--- src/rv_bus_pkg.sv ---
package rv_bus_pkg;

    localparam int mem_words = 1024;
    localparam int mem_aw    = $clog2(mem_words);  // word index bits
    localparam int addr_w    = 32;

    // master to slave
    typedef struct packed {
        logic              psel;
        logic              penable;
        logic              pwrite;
        logic [addr_w-1:0] paddr;
        logic [31:0]       pwdata;
        logic [3:0]        pstrb;
    } apb_req_t;

    // slave to master
    typedef struct packed {
        logic        pready;
        logic [31:0] prdata;
    } apb_rsp_t;

endpackage

--- src/apb_arbiter.sv ---
`timescale 1ns/1ps

module apb_arbiter (
    input  logic                 clk,
    input  logic                 rst_n,
    input  rv_bus_pkg::apb_req_t m0_req,
    output rv_bus_pkg::apb_rsp_t m0_rsp,
    input  rv_bus_pkg::apb_req_t m1_req,
    output rv_bus_pkg::apb_rsp_t m1_rsp,
    output rv_bus_pkg::apb_req_t s_req,
    input  rv_bus_pkg::apb_rsp_t s_rsp
);
    import rv_bus_pkg::*;

    apb_req_t own_req;
    logic     busy;
    logic     owner;  // 0 core side, 1 host side
    logic     fresh;  // slave setup cycle
    logic     last;   // previous winner
    logic     pick;
    logic     done;

    assign own_req = owner ? m1_req : m0_req;
    assign pick    = (m0_req.psel && m1_req.psel) ? ~last : m1_req.psel;
    assign done    = s_req.psel & s_req.penable & s_rsp.pready;

    always_comb begin
        s_req = '0;
        if (busy) begin
            s_req         = own_req;
            s_req.penable = own_req.penable & ~fresh;
        end
    end

    assign m0_rsp.pready = busy & ~owner & ~fresh & s_rsp.pready;
    assign m0_rsp.prdata = (busy && !owner) ? s_rsp.prdata : '0;
    assign m1_rsp.pready = busy & owner & ~fresh & s_rsp.pready;
    assign m1_rsp.prdata = (busy && owner) ? s_rsp.prdata : '0;

    always_ff @(posedge clk) begin
        if (!rst_n) begin
            busy  <= 1'b0;
            owner <= 1'b0;
            fresh <= 1'b0;
            last  <= 1'b1;  // core wins first tie
        end else if (!busy) begin
            if (m0_req.psel || m1_req.psel) begin
                busy  <= 1'b1;
                fresh <= 1'b1;
                owner <= pick;
                last  <= pick;
            end
        end else begin
            fresh <= 1'b0;
            if (done)
                busy <= 1'b0;  // free on completing cycle
        end
    end

endmodule

--- config.mk ---
export PLATFORM = sky130hd
export DESIGN_NAME = apb_arbiter
export DESIGN_NICKNAME = d
export VERILOG_FILES = /design/src/rv_bus_pkg.sv /design/src/apb_arbiter.sv
export SDC_FILE = /design/constraint.sdc
export NUM_CORES = 1
export LEC_CHECK = 0
export BUFFER_PORTS_ARGS = -buffer_cell sky130_fd_sc_hd__buf_4
export CAP_MARGIN = 20
export CORE_AREA = 10 10 114 116
export CTS_BUF_LIST = sky130_fd_sc_hd__clkbuf_4
export DETAILED_ROUTE_END_ITERATION = 8
export DIE_AREA = 0 0 124 126
export PLACE_DENSITY = 0.53
export SLEW_MARGIN = 25
export SYNTH_ARGS = -nofsm -noshare
export SYNTH_HDL_FRONTEND = slang
export SYNTH_SLANG_ARGS = --single-unit
--- constraint.sdc ---
create_clock -name clk -period 1.8 [get_ports clk]
set_input_delay 0 -clock clk [delete_from_list [all_inputs] [get_ports clk]]
set_output_delay 0 -clock clk [all_outputs]
set_load 0.03 [all_outputs]
-- Word level (Yosys, flattened, before mapping)
Index checks and enable logic that the tools add are counted.
- bitwise logic cells: 14
- reduce and logical (&&, ||, !) cells: 7
- mux-type cells: 8
- operators with widths (cell ; number):
    two-way mux 71 bit ; 2
    two-way mux 32 bit ; 2
    bitwise AND 1 bit ; 9
    NOT 1 bit ; 5
    two-way mux 1 bit ; 4
    logical AND 1 bit ; 3
    AND reduction 2 bit ; 1
    OR reduction 2 bit ; 1
    zero test 1 bit ; 1
    logical OR 1 bit ; 1
- register bits after elaboration: 4

-- Depth between registers and ports, before layout
- depth after elaboration: 7
- depth in mapped cells: 5
- gate-level depth less buffers: 3

-- Worst setup path after synthesis
No wires, ideal clock.
- kind: register to register
- start: register busy
- end: register busy
- data required time: 1653 ps
- setup slack: 435 ps
- arrival time: 1218 ps
- path buffers: 2
- cell stages (with the launch flop): 6
- setup time: 147 ps
- path through: dfxtp_1 -> buf_4 -> inv_2 -> buf_4 -> nor3_2 -> a31oi_1
- RTL lines (item ; line ; RTL):
    start: declaration ; apb_arbiter.sv:16 ; logic busy;
    start signal: assignment ; apb_arbiter.sv:42 ; busy <= 1'b0;
    start signal: assignment ; apb_arbiter.sv:48 ; busy <= 1'b1;
    start signal: assignment ; apb_arbiter.sv:56 ; busy <= 1'b0;

==> flow_summary.json <==
{
  "finish.utilization_pct": 39.5,
  "clk_pin_slew_worst_paths_ns": 0.05,
  "setup_tns_ns": 0,
  "cts_sinks": 4,
  "routed_wl_um": 12200,
  "dr.pass1.iters": 4,
  "io_pins": 314,
  "ant_nets": 0,
  "num_rows": 38,
  "finalInstanceArea_um2": 4230,
  "synth_top_family_by_area": "simple AND/OR/NAND/NOR gates",
  "area_growth_pct": 142,
  "seq_area_frac_synth_pct": 4.57,
  "synth_top_cells_by_count": "71 x mux2i_1, 70 x nor2_1, 32 x and2_1, 32 x and3_1, 7 x buf_4",
  "gp_congestion": 0.869,
  "min_path_type": "input pin to flop",
  "worstMarginPinSlew_ns": 0.414,
  "synthSimpleGateAreaFrac_pct": 41.8,
  "setup_violations": 0,
  "fmax_mhz": 677,
  "vias_per_cell": 4.20,
  "clk_latency_ns": 0.25,
  "p_per_area_nw_per_um2": 380,
  "synth.lib_cells_used.distinct": 25,
  "portBuffers": 313,
  "antenna_found_initial": 0,
  "drive_above_1_share_pct": 59.7,
  "cts_buffers": 3,
  "synth_edf_count": 0,
  "yosysWarnings": 0,
  "place_area_um2": 4180,
  "diodes": 0,
  "maxSlewViolCount": 0,
  "cp.required_ns": 1.80,
  "synthCells": 251,
  "holdWs_ns": 0.0404,
  "dr.first_iter.drc_count": 89,
  "synth_xor_xnor_area_share_pct": 0,
  "status": "completed",
  "criticalPathCategory": "flop to primary output",
  "synth_nets": 428,
  "synth_adder_area_share_pct": 0,
  "drc": 0,
  "worst_path_max_delay_cell": "dfxtp_4",
  "cts_resized": 0,
  "synthTopCellsByArea": "mux2i_1 41%, nor2_1 15%, and2_1 11%",
  "rsz0062_at_grt": "false",
  "grt_usage_pct": 14.0,
  "synth_top_area_share_pct": 40.6,
  "die_w_um": 124,
  "synthArstFlopShare_pct": 0,
  "start_util_pct": 16.4,
  "floorplan.die.height_um": 126,
  "ys_ff_latch": 4,
  "cp_cell_sequence": "buf_12 > mux2i_1 > nor2_1 > buf_4",
  "end_kind": "primary output",
  "final_hold_viol_count": 0,
  "fillCellCount": 1117,
  "cts_tree": "done",
  "gr-total-overflow": 0,
  "avgSynthCellArea_um2": 6.98,
  "drv_cap": 0,
  "cp.buffers_inverters": 2,
  "fin_skew_ns": 0.00829,
  "htree_levels": 1,
  "yosysMostFrequentCell": "mux2i_1",
  "wl_per_cell_um": 17.7,
  "startpoint_type": "flop",
  "synth-main-ff-cell": "dfxtp_1",
  "die_area_um2": 15600,
  "root_buffer": "clkbuf_4",
  "cts_buffer_depth": 2,
  "cpPeakStageDelay_ns": 0.37,
  "period_minus_slack_ns": 1.48,
  "crit_arrival_ns": 1.48,
  "dp_hpwl_um": 10600,
  "synth_mux_area_share_pct": 40.6,
  "synth_top_cell_by_area": "mux2i_1",
  "path_delay_family": "buffers and inverters",
  "slew_headroom_pct": 72.4,
  "grt_max_degree": 75,
  "leakagePower_nw": 2.31,
  "nets": 726,
  "vias": 2887,
  "core_region_area_um2": 10700,
  "timing.final.crit_share_pct": 82.1,
  "synth_compound_area_share_pct": 2.14,
  "grt_pass1_wl_um": 17600,
  "grt_pass1_vias": 3139,
  "syn_area_um2": 1750,
  "cp_max_fo": 49,
  "vdd_ir_drop_max_mv": 0.168
}
[cells by family (layout without fill, tap and decap cells)]
kind of cell,Yosys count,in the layout
and+or+nand+nor,143,143
muxes,71,71
buffers and inverters,28,325
AOI/OAI and AO/OA,5,5
DFF,4,4
[repair_timing]
action,in CTS,in global routing
endpoints found under the setup margin,0,0
hold endpoints to repair,3,0
hold buffers,2,0
buffers inserted,0,0
[cell usage in the layout (no fill, tap or decap)]
master / n
buf_4: 314
mux2i_1: 71
nor2_1: 70
and3_1: 32
and2_1: 32
clkbuf_4: 4
buf_12: 4
dfxtp_1: 3
nand2_1: 2
dlygate4sd3_1: 2
inv_2: 1
nor2_2: 1
nor4b_2: 1
nor3_2: 1
and4b_1: 1
o31ai_1: 1
a31oi_1: 1
nand2b_1: 1
a32oi_1: 1
nor2b_1: 1
o311a_1: 1
nor3b_1: 1
a21oi_1: 1
dfxtp_4: 1
[area by class of cell]
cell class	instances	area, um^2	share of cell area [%]
timing repair buffer	320	2460	58.1
inverter	1	3.75	0.0887
clock buffer	4	30.0	0.710
sequential	4	83.8	1.98
multi-input combinational	219	1480	35.0
tap	140	175	4.14
[metrics by stage]
step / setup WS (ns) / std cells / power [mW]
floorplan: 0.435 / 251 / 0.826
global placement: 0.569 / 682 / 1.47
detailed placement: 0.568 / 682 / 1.48
CTS: 0.306 / 688 / 1.63
global route: 0.188 / 688 / 1.71
finish: 0.323 / 688 / 1.61
[power breakdown]
part	switching [mW]	total [mW]	leakage (nW)	internal, mW
registers	0.00729	0.103	0.0340	0.0953
clock network	0.0473	0.146	0.0184	0.0989
logic	0.728	1.36	2.25	0.630
[layer usage]
layer  GRT usage [%]  part of all wire (%)
met5               0                     0
met3            6.39                    13
met1            13.4                    33
met4            1.49                  0.47
met2            27.1                    54
[registers in the layout (all words and copies together), names as in the netlist]
signal,count
fresh,1
last,1
owner,1
busy,1
[worst paths after layout]
kind	startpoint	endpoint	slack, ns	cells past startpoint
min	m0_req[70]	fresh	0.04	2
max	owner	s_req[10]	0.32	4
min reg2reg	last	last	0.49	2
max reg2reg	owner	busy	0.58	4
Power figures use the tool's default switching activity.
